===== src/hdl/chroni_pkg.sv =====
package chroni_pkg;

   typedef logic [16:0] vram_addr_t;
   typedef logic [7:0]  byte_t;
   typedef logic [5:0]  col_t;
   typedef logic [2:0]  scan_t;
   typedef logic [7:0]  pal_index_t;
   typedef logic [15:0] color_t;
   typedef logic [8:0]  pix_x_t;

   localparam logic [8:0] reg_base  = 9'h120;   // cpu 0x9000..0x907f
   localparam col_t       text_cols = 6'd40;
   localparam int         font_rows = 8;

   localparam logic [6:0] reg_dl_lo     = 7'h00;
   localparam logic [6:0] reg_dl_hi     = 7'h01;
   localparam logic [6:0] reg_charset   = 7'h02;
   localparam logic [6:0] reg_pal_index = 7'h04;
   localparam logic [6:0] reg_pal_data  = 7'h05;
   localparam logic [6:0] reg_vram_lo   = 7'h06;
   localparam logic [6:0] reg_vram_mid  = 7'h07;
   localparam logic [6:0] reg_vram_hi   = 7'h08;
   localparam logic [6:0] reg_vram_data = 7'h09;

   // display list opcodes live in bits 3:0
   localparam logic [3:0] dl_blank   = 4'd0;
   localparam logic [3:0] dl_end     = 4'd1;
   localparam logic [3:0] dl_text    = 4'd2;
   localparam int         dl_lms_bit = 6;

   typedef enum logic [2:0] {
      dl_idle, dl_read, dl_read_wait, dl_lms_read, dl_exec, dl_wait
   } dl_state_t;

   typedef enum logic [2:0] {
      fd_idle, fd_text_read, fd_attr_read, fd_font_fetch, fd_font_wait, fd_font_write
   } fetch_state_t;

   typedef struct packed {vram_addr_t dl_addr; byte_t charset;} cfg_t;
   typedef struct packed {logic en; vram_addr_t addr; byte_t data;} vram_wr_t;
   typedef struct packed {logic en; pal_index_t index; color_t color;} pal_wr_t;
   typedef struct packed {logic valid; pix_x_t x; pal_index_t index;} pix_index_t;
   typedef struct packed {logic valid; pix_x_t x; color_t color;} pix_color_t;

endpackage

===== src/hdl/chroni_ctrl.sv =====
`timescale 1ns/1ps

module chroni_ctrl (
   input  logic                   sys_clk,
   input  logic                   rst_n,
   input  chroni_pkg::cfg_t       cfg,
   input  logic                   frame_start,
   input  logic                   scanline_start,
   output chroni_pkg::vram_addr_t vram_addr,
   input  chroni_pkg::byte_t      vram_data,
   output logic                   text_we,
   output logic                   attr_we,
   output chroni_pkg::col_t       wr_col,
   output chroni_pkg::byte_t      wr_data,
   output chroni_pkg::col_t       rd_col,
   input  chroni_pkg::byte_t      text_q,
   input  chroni_pkg::byte_t      attr_q,
   output logic                   glyph_load,
   output chroni_pkg::byte_t      glyph,
   output chroni_pkg::byte_t      attr,
   output chroni_pkg::pix_x_t     glyph_x,
   input  logic                   shifter_busy,
   output logic                   line_done,
   output logic                   line_blank
);

   chroni_pkg::dl_state_t    dl_state;
   chroni_pkg::fetch_state_t fd_state;
   chroni_pkg::vram_addr_t   dl_ptr, row_addr, attr_addr;
   chroni_pkg::byte_t        dl_op;       // current instruction byte
   chroni_pkg::scan_t        scan, scan_left;
   chroni_pkg::col_t         col;
   logic [1:0]               lms_part;
   logic                     line_go, text_done, line_busy;

   assign line_blank = dl_op[3:0] != chroni_pkg::dl_text;
   assign line_done  = (line_go && line_blank) || text_done;
   assign text_we    = fd_state == chroni_pkg::fd_text_read && col != '0;
   assign attr_we    = fd_state == chroni_pkg::fd_attr_read && col != '0;
   assign wr_col     = col - 1'b1;   // data trails the address by a cycle
   assign wr_data    = vram_data;
   assign rd_col     = col;

   always_comb begin
      case (fd_state)
         chroni_pkg::fd_text_read: vram_addr = row_addr + chroni_pkg::vram_addr_t'(col);
         chroni_pkg::fd_attr_read: vram_addr = attr_addr + chroni_pkg::vram_addr_t'(col);
         chroni_pkg::fd_font_wait, chroni_pkg::fd_font_write:
            vram_addr = {cfg.charset[6:0] + 7'(text_q[7]), text_q[6:0], scan};
         default: vram_addr = dl_ptr;
      endcase
   end

   always_ff @(posedge sys_clk or negedge rst_n) begin
      if (!rst_n) begin
         dl_state  <= chroni_pkg::dl_idle;
         {dl_ptr, row_addr, attr_addr} <= '0;
         {dl_op, scan, scan_left, lms_part, line_go} <= '0;
      end else if (frame_start) begin
         dl_state  <= chroni_pkg::dl_idle;
         dl_ptr    <= cfg.dl_addr;
         dl_op     <= '0;
         scan_left <= '0;
         line_go   <= 1'b0;
      end else begin
         line_go <= 1'b0;
         if (scanline_start) begin
            if (!line_blank && scan == chroni_pkg::scan_t'(chroni_pkg::font_rows - 1)) begin
               row_addr  <= row_addr + chroni_pkg::vram_addr_t'(chroni_pkg::text_cols);
               attr_addr <= attr_addr + chroni_pkg::vram_addr_t'(chroni_pkg::text_cols);
            end
            if (scan_left != '0) begin   // repeat of the current instruction
               scan_left <= scan_left - 1'b1;
               scan      <= scan + 1'b1;
               line_go   <= 1'b1;
            end else if (dl_op[3:0] == chroni_pkg::dl_end) begin
               line_go <= 1'b1;
            end else begin
               dl_state <= chroni_pkg::dl_read;
            end
         end
         case (dl_state)
            chroni_pkg::dl_read: begin
               dl_ptr   <= dl_ptr + 1'b1;
               dl_state <= chroni_pkg::dl_read_wait;
            end
            chroni_pkg::dl_read_wait: begin
               dl_op <= vram_data;
               if (vram_data[3:0] == chroni_pkg::dl_text && vram_data[chroni_pkg::dl_lms_bit]) begin
                  dl_ptr   <= dl_ptr + 1'b1;
                  lms_part <= '0;
                  dl_state <= chroni_pkg::dl_lms_read;
               end else begin
                  dl_state <= chroni_pkg::dl_exec;
               end
            end
            chroni_pkg::dl_lms_read: begin
               case (lms_part)
                  2'd0: row_addr[8:0]   <= {vram_data, 1'b0};
                  2'd1: row_addr[16:9]  <= vram_data;
                  2'd2: attr_addr[8:0]  <= {vram_data, 1'b0};
                  2'd3: attr_addr[16:9] <= vram_data;
               endcase
               lms_part <= lms_part + 1'b1;
               if (lms_part == 2'd3) begin
                  dl_state <= chroni_pkg::dl_exec;
               end else begin
                  dl_ptr <= dl_ptr + 1'b1;
               end
            end
            chroni_pkg::dl_exec: begin
               scan <= '0;
               if (dl_op[3:0] == chroni_pkg::dl_text) begin
                  scan_left <= chroni_pkg::scan_t'(chroni_pkg::font_rows - 1);
               end else if (dl_op[3:0] == chroni_pkg::dl_blank) begin
                  scan_left <= dl_op[6:4];
               end else begin
                  scan_left <= '0;
               end
               line_go  <= 1'b1;
               dl_state <= chroni_pkg::dl_wait;
            end
            default: ;
         endcase
      end
   end

   always_ff @(posedge sys_clk or negedge rst_n) begin
      if (!rst_n) begin
         fd_state <= chroni_pkg::fd_idle;
         {col, glyph_load, text_done, glyph, attr, glyph_x} <= '0;
      end else if (frame_start) begin
         fd_state   <= chroni_pkg::fd_idle;
         glyph_load <= 1'b0;
         text_done  <= 1'b0;
      end else begin
         glyph_load <= 1'b0;
         text_done  <= 1'b0;
         case (fd_state)
            chroni_pkg::fd_idle:
               if (line_go && !line_blank) begin
                  col      <= '0;
                  fd_state <= scan == '0 ? chroni_pkg::fd_text_read : chroni_pkg::fd_font_fetch;
               end
            chroni_pkg::fd_text_read, chroni_pkg::fd_attr_read:
               if (col == chroni_pkg::text_cols) begin
                  col      <= '0;
                  fd_state <= fd_state == chroni_pkg::fd_text_read ?
                              chroni_pkg::fd_attr_read : chroni_pkg::fd_font_fetch;
               end else begin
                  col <= col + 1'b1;
               end
            chroni_pkg::fd_font_fetch:
               if (col != chroni_pkg::text_cols) begin
                  fd_state <= chroni_pkg::fd_font_wait;
               end else if (!shifter_busy && !glyph_load) begin   // last pixels drained
                  text_done <= 1'b1;
                  fd_state  <= chroni_pkg::fd_idle;
               end
            chroni_pkg::fd_font_wait: fd_state <= chroni_pkg::fd_font_write;
            chroni_pkg::fd_font_write:
               if (!shifter_busy) begin
                  glyph_load <= 1'b1;
                  glyph      <= vram_data;
                  attr       <= attr_q;
                  glyph_x    <= {col, 3'b000};
                  col        <= col + 1'b1;
                  fd_state   <= chroni_pkg::fd_font_fetch;
               end
            default: fd_state <= chroni_pkg::fd_idle;
         endcase
      end
   end

   always_ff @(posedge sys_clk or negedge rst_n) begin
      if (!rst_n) begin
         line_busy <= 1'b0;
      end else if (frame_start || line_done) begin
         line_busy <= 1'b0;
      end else if (scanline_start) begin
         line_busy <= 1'b1;
      end
   end

   // the strobe source has to wait for line_done
   assert property (@(posedge sys_clk) disable iff (!rst_n) scanline_start |-> !line_busy);
   assert property (@(posedge sys_clk) disable iff (!rst_n) glyph_load |-> !shifter_busy);

endmodule


===== config.mk =====
export PLATFORM = sky130hd
export DESIGN_NAME = chroni_ctrl
export DESIGN_NICKNAME = d
export VERILOG_FILES = /design/src/hdl/chroni_pkg.sv /design/src/hdl/chroni_ctrl.sv
export SDC_FILE = /design/constraint.sdc
export NUM_CORES = 1
export LEC_CHECK = 0
export BUFFER_PORTS_ARGS = -buffer_cell sky130_fd_sc_hd__buf_2
export CAP_MARGIN = 20
export CORE_MARGIN = 3
export CORE_UTILIZATION = 45
export DETAILED_ROUTE_END_ITERATION = 10
export PLACE_DENSITY_LB_ADDON = 0.12
export SYNTH_ARGS = -nofsm -noshare
export SYNTH_HDL_FRONTEND = slang
export SYNTH_SLANG_ARGS = --single-unit

===== constraint.sdc =====
create_clock -name sys_clk -period 3.1 [get_ports sys_clk]
set_input_delay 0.31 -clock sys_clk [delete_from_list [all_inputs] [get_ports sys_clk]]
set_output_delay 0.31 -clock sys_clk [all_outputs]
set_load 0.05 [all_outputs]

# [After elaboration in Yosys (flattened, before gate mapping)]
# Index checks and enable logic that the tools add are counted.
[classes] mux=60 n_reduce_logical=34 n_addsub=11 n_bitwise=2 n_eq_ne=28
[op_table] op="17-bit two-way mux" count=9
[op_table] op="17-bit case mux with 3 select lines" count=2
[op_table] op="3-bit two-way mux" count=21
[op_table] op="17-bit by 6-bit adder with 17-bit output" count=2
[op_table] op="17-bit by 6-bit adder with 17-bit output (second input constant)" count=2
[op_table] op="6-bit two-way mux" count=3
[op_table] op="9-bit two-way mux" count=2
[op_table] op="6-bit case mux with 3 select lines" count=1
[op_table] op="17-bit by 1-bit adder with 17-bit output (second input constant)" count=1
[op_table] op="8-bit two-way mux" count=2
[op_table] op="3-bit inequality test (second input constant)" count=5
[op_table] op="3-bit case mux with 5 select lines" count=1
[op_table] op="7-bit two-way mux" count=2
[op_table] op="1-bit two-way mux" count=13
[op_table] op="3-bit by 2-bit == test with 1-bit output (second input constant)" count=4
[op_table] op="3-bit == test (second input constant)" count=4
[op_table] op="3-bit case mux with 4 select lines" count=1
[op_table] op="3-bit AND reduction" count=4
[op_table] op="3-bit nonzero test" count=4
[op_table] op="4-bit by 2-bit == test with 1-bit output (second input constant)" count=2
[op_table] op="4-bit AND reduction" count=2
[op_table] op="2-bit nonzero test" count=4
[op_table] op="7-bit by 1-bit adder with 7-bit output" count=1
[op_table] op="1-bit logical AND" count=7
[op_table] op="other kinds (26)" count=36
[totals] regBits=103 input_bits=54 elab_cells=151 output_inout_bits=67

# [Logic depth before layout (Yosys ltp)]
# Gate-level depths: netlist (run 1).
[depth] depth_word=7 mapped_depth=13

# [Worst setup path after synthesis (run 1)]
# Ideal clock, no wire load.
[synth_path] path_type="reg-to-output" startpoint="register fd_state[2]" endpoint="output vram_addr[7]" arrival_time_ns=4.030 stages_incl_launch_ff=13 slack_ns=-1.240 required_time_ns=2.790 path_cell_list="dfrtp_1 buf_6 or3b_1 buf_2 clkbuf_1 o21ai_0 ha_1 a21o_1 a221oi_1 nor2_2 xnor2_1 o22ai_1 a221oi_1"
[synth_via] elab_chain_cells=3
[synth_lines] element="from (decl)" line_no="chroni_ctrl.sv:28" source="chroni_pkg::fetch_state_t fd_state;"
[synth_lines] element="from (signal assigned)" line_no="chroni_ctrl.sv:130" source="fd_state <= chroni_pkg::fd_idle;"
[synth_lines] element="from (signal assigned)" line_no="chroni_ctrl.sv:133" source="fd_state <= chroni_pkg::fd_idle;"
[synth_lines] element="from (signal assigned)" line_no="chroni_ctrl.sv:143" source="fd_state <= scan == '0 ? chroni_pkg::fd_text_read : chroni_pkg::fd_font_fetch;"
[synth_lines] element="3-bit == test" line_no="chroni_ctrl.sv:45" source="case (fd_state)"
[synth_lines] element="2-bit OR reduction" line_no="chroni_ctrl.sv:45"
[synth_lines] element="17-bit case mux with 3 select lines *" line_no="chroni_ctrl.sv:45"
[synth_lines] element="to (decl)" line_no="chroni_ctrl.sv:9" source="output chroni_pkg::vram_addr_t vram_addr,"
# Mark *: on every way between the ends. The rest lies on a longest branch, timed or not.

# [Worst setup path after layout (run 1)]
[layout_path] startpoint="register fd_state[2]" endpoint="output vram_addr[11]"
# The elaborated chain is that of the path after synthesis.

==> impl_results.md, run 1 <==
- Final WS setup: -0.463 ns
- Synth cell types: 76
- Total track usage: 0.242
- Post-Synth Adder-Cell Area: 0.0430
- Core area: 14,900 um2
- Die Area: 17,100 um2
- Vias/cell: 5.74
- Detailed Place HPWL: 14,400 um
- Internal: 0.00282 W
- Clk Latency, worst-skew pair: 0.36 ns
- Reg-to-reg slack, setup: 0.66 ns
- Synthesized area per cell: 8.14 um2
- Synthesis Warnings: 0
- RSZ-0062 raised after global routing: true
- Comb power frac: 0.381
- Xor and xnor fraction of the mapped netlist area: 0.0551
- WL per Instance: 17.6 um
- Hold Path Class: primary input to async pin
- Final Max Slew Viols: 0
- Mapped cell area: 6990 um2
- Post-synthesis mux area share: 0.0303
- Final min period: 3.56 ns
- Setup Skew: 0.0116 ns
- Clock sink total: 101
- Critical path data required time: 2.79 ns
- # setup viols final: 12
- Top-count cell post-synth: nand2_1
- Vias in the first global route: 6,131
- Synth Flop Type: dfrtp_1
- R2R cell count: 8
- Reg2reg start: fd_state[1]$_DFFE_PN0P_
- Worst slack, placed: -0.148 ns
- Synth cell count leaders: nand2_1 (166), dfrtp_1 (101), o21ai_0 (70), a21oi_1 (63), nor2_1 (62)
- Hold Vio Cnt, Final: 0
- Clk pwr share: 0.245
- Final WL: 20,400 um
- Area Growth Syn to Fin: 24.1%
- GP Congestion: 0.898
- Sequential share of the synthesized area: 0.362
- Largest family of logic cells by synthesized area: simple AND/OR/NAND/NOR gates
- Grt ovf: 0
- Clock Tree Root: clkbuf_16
- Port bufs: 116
- Setup crit end kind: primary output
- Number of remaining DRC errors: 0
- Worst slew pin tran: 0.767 ns
- Number of diodes: 0
- Syn Inst Count: 859
- Num CTS Buffers: 9
- FMAX: 281 MHz
- Synth area leader: dfrtp_1
- Part of the cycle the worst path needs: 1.15
- Max rail drop VDD: 0.336 mV
- Share of cells above drive strength 1: 0.254
- CTS max path bufs: 2
- Die X: 131 um
- Pleak: 3.84 nW
- Slew HR: 0.489
- Top post-synthesis cells by area: dfrtp_1 (36%), nand2_1 (8.9%), o21ai_0 (5.0%)
- Final Cell Area: 8670 um2
- P_sw: 0.00200 W
- Initial core utilization: 0.470
- Seq cells post-synth: 101
- Number of enable flip-flop cells after synthesis: 0
- Htree depth: 3
- Outcome: complete, but fails checks
- First-pass GRT wire length: 32,800 um
- Synth async-reset ratio: 1.00
- Fin cells: 1,159
- Max-cap violation count: 0
- Placed cell areas: 7940 um2
- Hold-fix buffers at CTS: 0
- Largest net degree at the start of global routing: 60
- Routed Antenna Nets: 0
- Clock-pin slew on the worst setup and hold paths: 0.08 ns
- I/O pin count: 121
- Setup crit start kind: flip-flop
- Total vias in the final route: 6,652
- Synth Area in Simple Gates: 0.226
- Setup CP Type: flip-flop to primary output
- Worst Path Arrival: 3.25 ns
- Cell Pwr Density: 557 nW/um2
- Initial antenna violation count: 0
- Failing checks: negative setup slack
- Synth Area in Compound Gates: 0.225
- TritonCTS clock tree: done
- Register share of total power: 0.374
- Drt pass-1 iters: 5
- Initial DRC count: 537
- Nets: 1,048
- Worst-path maximum fanout: 7
- Sw frac: 0.415
- Synth top area share: 0.362
- Die H: 131 um
- Placed Cells incl. Taps: 1,132
- FF-to-FF End: attr[2]$_DFFE_PN0P_
- Std cell rows: 44
[how the worst max path moves through the flow]
stage                                        from       endpoint
after floorplan           fd_state[2]$_DFFE_PN0P_   vram_addr[7]
after global placement    fd_state[2]$_DFFE_PN0P_  vram_addr[11]
after detailed placement  fd_state[2]$_DFFE_PN0P_  vram_addr[11]
after CTS                 fd_state[0]$_DFFE_PN0P_  vram_addr[11]
after global routing      fd_state[0]$_DFFE_PN0P_  vram_addr[11]
final                     fd_state[2]$_DFFE_PN0P_  vram_addr[11]
[layout make-up]
| type | instances | area [um2] |
|---|---|---|
| Clock buffer | 9 | 225 |
| Clock inverter | 7 | 85.1 |
| Fill cell | 1343 | 6190 |
| Tap cell | 184 | 230 |
| Timing Repair Buffer | 159 | 1030 |
| Sequential cell | 101 | 2530 |
| Multi-Input combinational cell | 670 | 4460 |
| Inverter | 29 | 109 |
[power groups by stage]
| stage | combinational (W) | clock [W] | sequential [W] |
|---|---|---|---|
| after CTS | 0.00170 | 0.00121 | 0.00179 |
| after detailed placement | 0.00165 | 0 | 0.00181 |
| final | 0.00184 | 0.00118 | 0.00180 |
| after global routing | 0.00203 | 0.00126 | 0.00184 |
| after floorplan | 0.00127 | 0 | 0.00171 |
| after global placement | 0.00162 | 0 | 0.00181 |
[placed cells by master (no fill, tap or decap), types with 13 or more instances in the layout]
| master | n |
|---|---|
| buf_2 | 102 |
| nand2_1 | 160 |
| xnor2_1 | 27 |
| nand3_1 | 22 |
| nor2_1 | 62 |
| dfrtp_1 | 101 |
| o22a_1 | 14 |
| inv_1 | 28 |
| o22ai_1 | 13 |
| o21ai_0 | 62 |
| ha_1 | 21 |
| a21oi_1 | 59 |
| buf_4 | 35 |
| buf_6 | 20 |
[registers in the layout, indices dropped and copies added, names as in the netlist, 6 cells and up]
signal / cells
dl_ptr: 17
row_addr: 16
glyph_x: 6
dl_op: 7
rd_col: 6
glyph: 8
attr: 8
attr_addr: 16
[layer usage]
metal / wire, um / global-route usage
met2: 9410 / 0.376
met3: 1120 / 0.0289
met4: 229 / 0.0599
met5: 0 / 0
met1: 9640 / 0.362
[worst max-delay path, cell delays in order, from the launching register on]
cell and delay, ns:
dfrtp_1 0.38, or3b_4 0.47, nand2_4 0.11, o21ai_4 0.07, ha_1 0.29, and3_4 0.18
a221oi_4 0.27, buf_4 0.17, nor2_4 0.04, buf_6 0.15, nand3_1 0.11, xnor2_1 0.09
a221o_2 0.38, buf_8 0.16
[through the flow]
step | hold slack (ns) | TNS [ns] | total power, W | util
2_1_floorplan | 0.0144 | -0.518 | 0.00298 | -
3_3_place_gp | 0.442 | -0.153 | 0.00343 | 0.534
3_5_place_dp | 0.441 | -0.324 | 0.00346 | 0.534
4_1_cts | 0.0544 | -2.81 | 0.00469 | 0.564
5_1_grt | 0.0841 | -4.52 | 0.00513 | 0.583
6_report | 0.0223 | -3.09 | 0.00483 | 0.583
[logic make-up (layout without fill, tap and decap cells)]
family                     count (synthesis)  count (layout)
and+or+nand+nor                          331             331
other                                      1               3
AOI/OAI and AO/OA                        248             249
xor gates and xnor gates                  44              44
buffers and inverters                     91             204
muxes                                     19              19
DFF                                      101             101
adders and majority gates                 24              24
[timing repair]
item                                    CTS  global route
hold endpoints to repair                  0             0
buffers inserted                          2             9
endpoints found under the setup margin   13            14
gates resized for setup                  28            52
pin swaps                                 7            15
cloned                                    1             0
(Power assumes the default switching activity.)
==> inputs of run 2 (changes only) <==
Settings changed: ABC_AREA set to 1, CORE_MARGIN 3 to 2.
==> run 2 against run 1 <==
Against the previous run: critical path depth down 2; flip-flop and latch count unchanged; non-clock buffer count decreased by 29; largest power group unchanged; the flow now finishes without violations; first-iteration DRC count decreased by 6.5%; synthesized area grew 3.5%; worst hold slack better by 0.12 ns; routed wire length fell by 2.5%.
==> impl_results.md, run 2 <==
- Num CTS Buffers: 9
- Die Area: 17,100 um2
- Pleak: 4.30 nW
- Top post-synthesis cells by area: dfrtp_1 (35%), nand2_1 (14%), nand3_1 (6.5%)
- Synth async-reset ratio: 1.00
- Number of enable flip-flop cells after synthesis: 0
- Syn Inst Count: 1,018
- RSZ-0062 raised after global routing: false
- Area Growth Syn to Fin: 15.3%
- Share of cells above drive strength 1: 0.197
- Synth Flop Type: dfrtp_1
- Setup CP Type: flip-flop to primary output
- Synth area leader: dfrtp_1
- Vias/cell: 5.20
- Port bufs: 116
- Die X: 131 um
- Worst slew pin tran: 0.561 ns
- Multi-input gate area: 4040 um2
- Std cell rows: 46
- Most frequent cells in the layout: nand2_1 (269), inv_1 (111), buf_2 (106)
- Detailed Place HPWL: 15,000 um
- Clock Tree Root: clkbuf_16
- Worst-path maximum fanout: 6
- Critical path data required time: 2.79 ns
- Hold_sp: attr_q[2]
- Largest Register: dl_ptr
- Hold Path Class: primary input to flip-flop
- Buf/Inv on CP: 1
- Routed Antenna Nets: 0
- Largest net degree at the start of global routing: 69
- I/O pin count: 121
- Mapped cell area: 7230 um2
- Setup_tns: 0 ns
- Initial DRC count: 502
- Hold Vio Cnt, Final: 0
- Hold Crit Depth: 3
- Total track usage: 0.240
- Crit-path slowest cell: dfrtp_2
- GP Congestion: 0.880
- Max stage delay on crit path: 0.44 ns
- Synth cell types: 47
- Reg2reg start: dl_state[0]$_DFF_PN0_
- Htree depth: 3
- Cell Pwr Density: 1020 nW/um2
- Largest regs: dl_ptr: 17 flops, attr_addr: 16 flops, row_addr: 16 flops
- Total vias in the final route: 6,988
- Vias in the first global route: 6,206
- Sequential share of the synthesized area: 0.349
- Seq cells post-synth: 101
- Slew HR: 0.625
- WHS Endpoint: attr[2]$_DFFE_PN0P_
- Clock sink total: 101
- Synth top area share: 0.349
- Synthesis Warnings: 0
- Number of remaining DRC errors: 0
- Top-count cell post-synth: nand2_1
- CP top delay family: simple AND/OR/NAND/NOR gates
- Final Cell Area: 8340 um2
- Grt ovf: 0
- FMAX: 337 MHz
- Setup crit start kind: flip-flop
- Register area: 2530 um2
- Core area: 15,800 um2
- FF-to-FF End: dl_ptr[10]$_DFFE_PN0P_
- Clock-pin slew on the worst setup and hold paths: 0.08 ns
- First-pass GRT wire length: 32,000 um
- Final Max Slew Viols: 0
- Reg-to-reg slack, setup: 1.03 ns
- Final min period: 2.96 ns
- Fillers: 1,592
- Max rail drop VDD: 0.586 mV
- R2R cell count: 8
- # setup viols final: 0
- Nets: 1,202
- Outcome: complete, no violations
- Number of flip-flops in the largest register: 17
- Placed cell areas: 7950 um2
- TritonCTS clock tree: done
- Initial core utilization: 0.459
- WL per Instance: 14.8 um
- Cell chain of the critical path: nor2_4 > nand2_4 > o21ai_1 > ha_1 > nand2_1 > nand2_1 > and2_1 > nor3_1 > a21oi_1 > o21ai_0 > buf_2
- Power, Total: 0.00853 W
- Setup Skew: 0.0142 ns
- Final WL: 19,900 um
- Synth cell count leaders: nand2_1 (272), inv_1 (112), dfrtp_1 (101), nand3_1 (94), o21ai_0 (80)
- Initial antenna violation count: 0
- Setup crit end kind: primary output
- Drt pass-1 iters: 5
- Synthesized area per cell: 7.10 um2
- CTS max path bufs: 2
- Worst Path Arrival: 2.65 ns
- Part of the cycle the worst path needs: 0.956
- Max-cap violation count: 0
- Die H: 131 um
- Most common cell after layout, fill and taps aside: nand2_1
- Number of diodes: 0
- CP most frequent cell: nand2_1
- Post-layout util: 0.529
- Clk Latency, worst-skew pair: 0.36 ns
## run 2: final cells by class
class                   count  area share
clock inverters             7     0.00885
clock buffers               9      0.0270
repair buffers            130      0.0892
well taps                 216      0.0324
multi-input cells         761       0.484
inverters                 121      0.0553
flip-flops and latches    101       0.303
## run 2: power breakdown
part / internal [W] / total (W) / switching, W / leakage (nW)
Clock: 0.000576 / 0.00116 / 0.000586 / 0.148
Combinational: 0.00144 / 0.00510 / 0.00366 / 2.88
Sequential: 0.00177 / 0.00226 / 0.000489 / 1.27
## run 2: worst max path at each step
stage | from | end | slack (ns) | cells past startpoint
finish | fd_state[0]$_DFFE_PN0P_ | vram_addr[3] | 0.14 | 11
global route | fd_state[0]$_DFFE_PN0P_ | vram_addr[16] | 0.007 | 16
CTS | fd_state[2]$_DFFE_PN0P_ | vram_addr[13] | 0.04 | 14
detailed placement | fd_state[2]$_DFFE_PN0P_ | vram_addr[9] | 0.39 | 14
global placement | fd_state[2]$_DFFE_PN0P_ | vram_addr[13] | 0.39 | 16
floorplan | fd_state[2]$_DFFE_PN0P_ | vram_addr[6] | 0.01 | 13
## run 2: logic make-up (layout without fill, tap and decap cells)
logic type / Yosys count / in the layout / share of synthesized area
simple gates: 537 / 538 / 0.352
compound gates: 179 / 179 / 0.138
buf+inv: 159 / 267 / 0.0978
flops: 101 / 101 / 0.349
fa+ha+maj: 24 / 24 / 0.0415
xor+xnor: 17 / 17 / 0.0206
other cells: 1 / 3 / 0.000519
## run 2: what timing repair did
item | CTS | global route
cloned | 0 | 1
hold buffers | 1 | 0
pin swaps | 0 | 5
buffers inserted | 0 | 2
gates resized for setup | 1 | 32
endpoints found under the hold margin | 33 | 0
endpoints found under the setup margin | 2 | 11
## run 2: per-stage QoR
step           hold slack, ns  setup WS, ns  instances
3_3_place_gp            0.293         0.393       1325
3_5_place_dp            0.292         0.386       1325
2_1_floorplan          0.0144        0.0117       1020
5_1_grt                 0.138       0.00683       1345
4_1_cts                 0.132        0.0354       1342
6_report                0.138         0.136       1345
## run 2: metal layers
layer  vias up  GRT usage  share of wire
met5         -          0              0
li1       3555          -              -
met3        22     0.0334          0.050
met1      3216      0.340           0.48
met2       195      0.385           0.45
met4         0     0.0688          0.016
## run 2: worst register-to-register path: cells and delay by family, from the launching register on
family | cells | cell delay [ns]
AO/OA/AOI/OAI | 1 | 0.15
buffers and inverters | 2 | 0.25
flip-flops | 1 | 0.45
AND/OR/NAND/NOR | 5 | 1.13
==> inputs of run 3 (changes only) <==
Settings changed: MAX_ROUTING_LAYER set to met4.
Clock period 3.1 ns to 3 ns, I/O delays scaled along.
==> run 3 against run 2 <==
Against the previous run: non-clock buffer count is 5 higher; clock skew fell by 0.0014 ns; core utilization increased by 0.75 points; cell count grew 0.37%; total power rose by 6.0%; combinational power grew 6.7%; via count grew 0.59%; first-iteration DRC count rose by 7.8%; largest power group unchanged; highest routed layer unchanged.
==> impl_results.md, run 3 (synthesis gave the netlist of run 2 again) <==
- Port bufs: 116
- FMAX: 350 MHz
- Grt ovf: 0
- Crit path to: vram_addr[8]
- GP Congestion: 0.910
- Clk pwr share: 0.138
- Number of flip-flops in the largest register: 17
- Crit. Startpoint: fd_state[0]$_DFFE_PN0P_
- Final Max Slew Viols: 0
- Sw frac: 0.548
- Std cell rows: 46
- Part of the cycle the worst path needs: 0.953
- Max-cap violation count: 0
- # setup viols final: 0
- Clock sink total: 101
- Hold Path Class: primary input to flip-flop
- Clock-pin slew on the worst setup and hold paths: 0.08 ns
- Largest Register: dl_ptr
- FF-to-FF End: dl_ptr[10]$_DFFE_PN0P_
- R2R cell count: 9
- Setup Skew: 0.0128 ns
- Number of remaining DRC errors: 0
- TritonCTS clock tree: done
- WL per Instance: 15.1 um
- P_sw: 0.00496 W
- Outcome: complete, no violations
- Clock Tree Root: clkbuf_16
- Cell Pwr Density: 1070 nW/um2
- Detailed Place HPWL: 15,400 um
- Total vias in the final route: 7,029
- Final min period: 2.86 ns
- Critical path data required time: 2.70 ns
- Vias/cell: 5.21
- Largest regs: dl_ptr: 17 flops, attr_addr: 16 flops, row_addr: 16 flops
- Die X: 131 um
- Htree depth: 3
- Setup_tns: 0 ns
- Final Cell Area: 8460 um2
- CTS max path bufs: 2
- Register share of total power: 0.260
- Most frequent cells in the layout: nand2_1 (268), inv_1 (111), buf_2 (107)
- Initial antenna violation count: 0
- Vias in the first global route: 6,199
- Die Area: 17,100 um2
- Area Growth Syn to Fin: 17.0%
- Reg-to-reg slack, setup: 0.88 ns
- First-pass GRT wire length: 32,000 um
- Power, Total: 0.00904 W
- Reg2reg start: dl_state[2]$_DFF_PN0_
- Largest net degree at the start of global routing: 59
- Register area: 2530 um2
- Internal: 0.00408 W
- Initial core utilization: 0.459
- Worst Path Arrival: 2.56 ns
- Routed Antenna Nets: 0
- Fin Hold WS: 0.134 ns
- Number of diodes: 0
- Num CTS Buffers: 9
- Final WL: 20,300 um
- I/O pin count: 121
- Max rail drop VDD: 0.740 mV
- Hold Vio Cnt, Final: 0
- Fillers: 1,613
- Multi-input gate area: 4120 um2
- Setup CP Type: flip-flop to primary output
- Initial DRC count: 541
- Comb power frac: 0.602
- Placed cell areas: 7940 um2
- Clk Latency, worst-skew pair: 0.36 ns
- Die H: 131 um
- Worst-path maximum fanout: 6
- Drt pass-1 iters: 5
- Share of cells above drive strength 1: 0.212
- Worst slew pin tran: 0.652 ns
- Total track usage: 0.249
- Setup crit end kind: primary output
- Pleak: 4.34 nW
- Setup crit start kind: flip-flop
- Most common cell after layout, fill and taps aside: nand2_1
- Nets: 1,207
- Slew HR: 0.564
- Core area: 15,800 um2
run 3: changes by cell type in the layout (fill, tap and decap cells not counted), moves of 3 or more:
cell / before / now
nand3_1: 93 / 90
clkinv_4: 0 / 3
ha_4: 0 / 3
inv_6: 5 / 1
nand3_2: 7 / 10
o21ai_1: 31 / 25
ha_1: 24 / 21
o21ai_2: 1 / 7
buf_6: 5 / 1
buf_4: 14 / 23
run 3: metal layers:
metal | wire (um) | share of wire | track usage | up-vias
met1 | 9500 | 0.47 | 0.334 | 3262
li1 | - | - | - | 3563
met2 | 9500 | 0.47 | 0.392 | 182
met3 | 850 | 0.042 | 0.0277 | 22
met5 | 0 | 0 | - | -
met4 | 479 | 0.024 | 0.0907 | 0
run 3: timing repair:
action / CTS / global route
gates cloned: 0 / 1
endpoints found under the setup margin: 11 / 12
resized for setup: 6 / 34
hold buffers: 1 / 0
hold endpoints to repair: 37 / 0
pin swaps: 1 / 11
setup buffers: 2 / 5
run 3: stage by stage:
step / util / cells / worst slack (ns)
3_5_place_dp: 0.504 / 1325 / 0.253
2_1_floorplan: - / 1020 / -0.0783
4_1_cts: 0.526 / 1344 / 0.0106
6_report: 0.536 / 1350 / 0.141
5_1_grt: 0.536 / 1350 / -0.0199
3_3_place_gp: 0.504 / 1325 / 0.314
run 3: final cells by class:
type                    instances  share of cell area
clock buffers                   9              0.0266
clock inverters                 7              0.0112
inverters                     121              0.0546
multi-input cells             761               0.487
flip-flops and latches        101               0.299
well taps                     216              0.0319
repair buffers                135              0.0898
run 3: worst max-delay path, cell delays in order, from the launching register on:
cell and delay [ns]:
dfrtp_2 0.44, nor2_4 0.17, nand2_2 0.12, o21ai_2 0.23
ha_4 0.26, nand2_1 0.06, nand2_1 0.06, nand2_1 0.07
nand3_2 0.09, nand2_2 0.11, nor2_4 0.05, a21oi_1 0.12
o21ai_0 0.13, nand2_1 0.08, clkbuf_4 0.22
run 3: how the worst min path moves through the flow:
stage | start | endpoint | slack [ns] | cells past startpoint
6_report | attr_q[3] | attr[3]$_DFFE_PN0P_ | 0.13 | 3
5_1_grt | attr_q[3] | attr[3]$_DFFE_PN0P_ | 0.14 | 3
3_5_place_dp | rst_n | glyph_x[4]$_DFFE_PN0P_ | 0.32 | 1
3_3_place_gp | rst_n | glyph_x[4]$_DFFE_PN0P_ | 0.32 | 1
2_1_floorplan | rst_n | attr[0]$_DFFE_PN0P_ | 0.004 | 0
4_1_cts | attr_q[3] | attr[3]$_DFFE_PN0P_ | 0.12 | 3
run 3: power groups by stage:
stage          combinational, W  sequential (W)  clock (W)
3_3_place_gp            0.00507         0.00235          0
5_1_grt                 0.00594         0.00241    0.00134
2_1_floorplan           0.00360         0.00271          0
4_1_cts                 0.00518         0.00234    0.00129
3_5_place_dp            0.00511         0.00236          0
6_report                0.00544         0.00235    0.00125
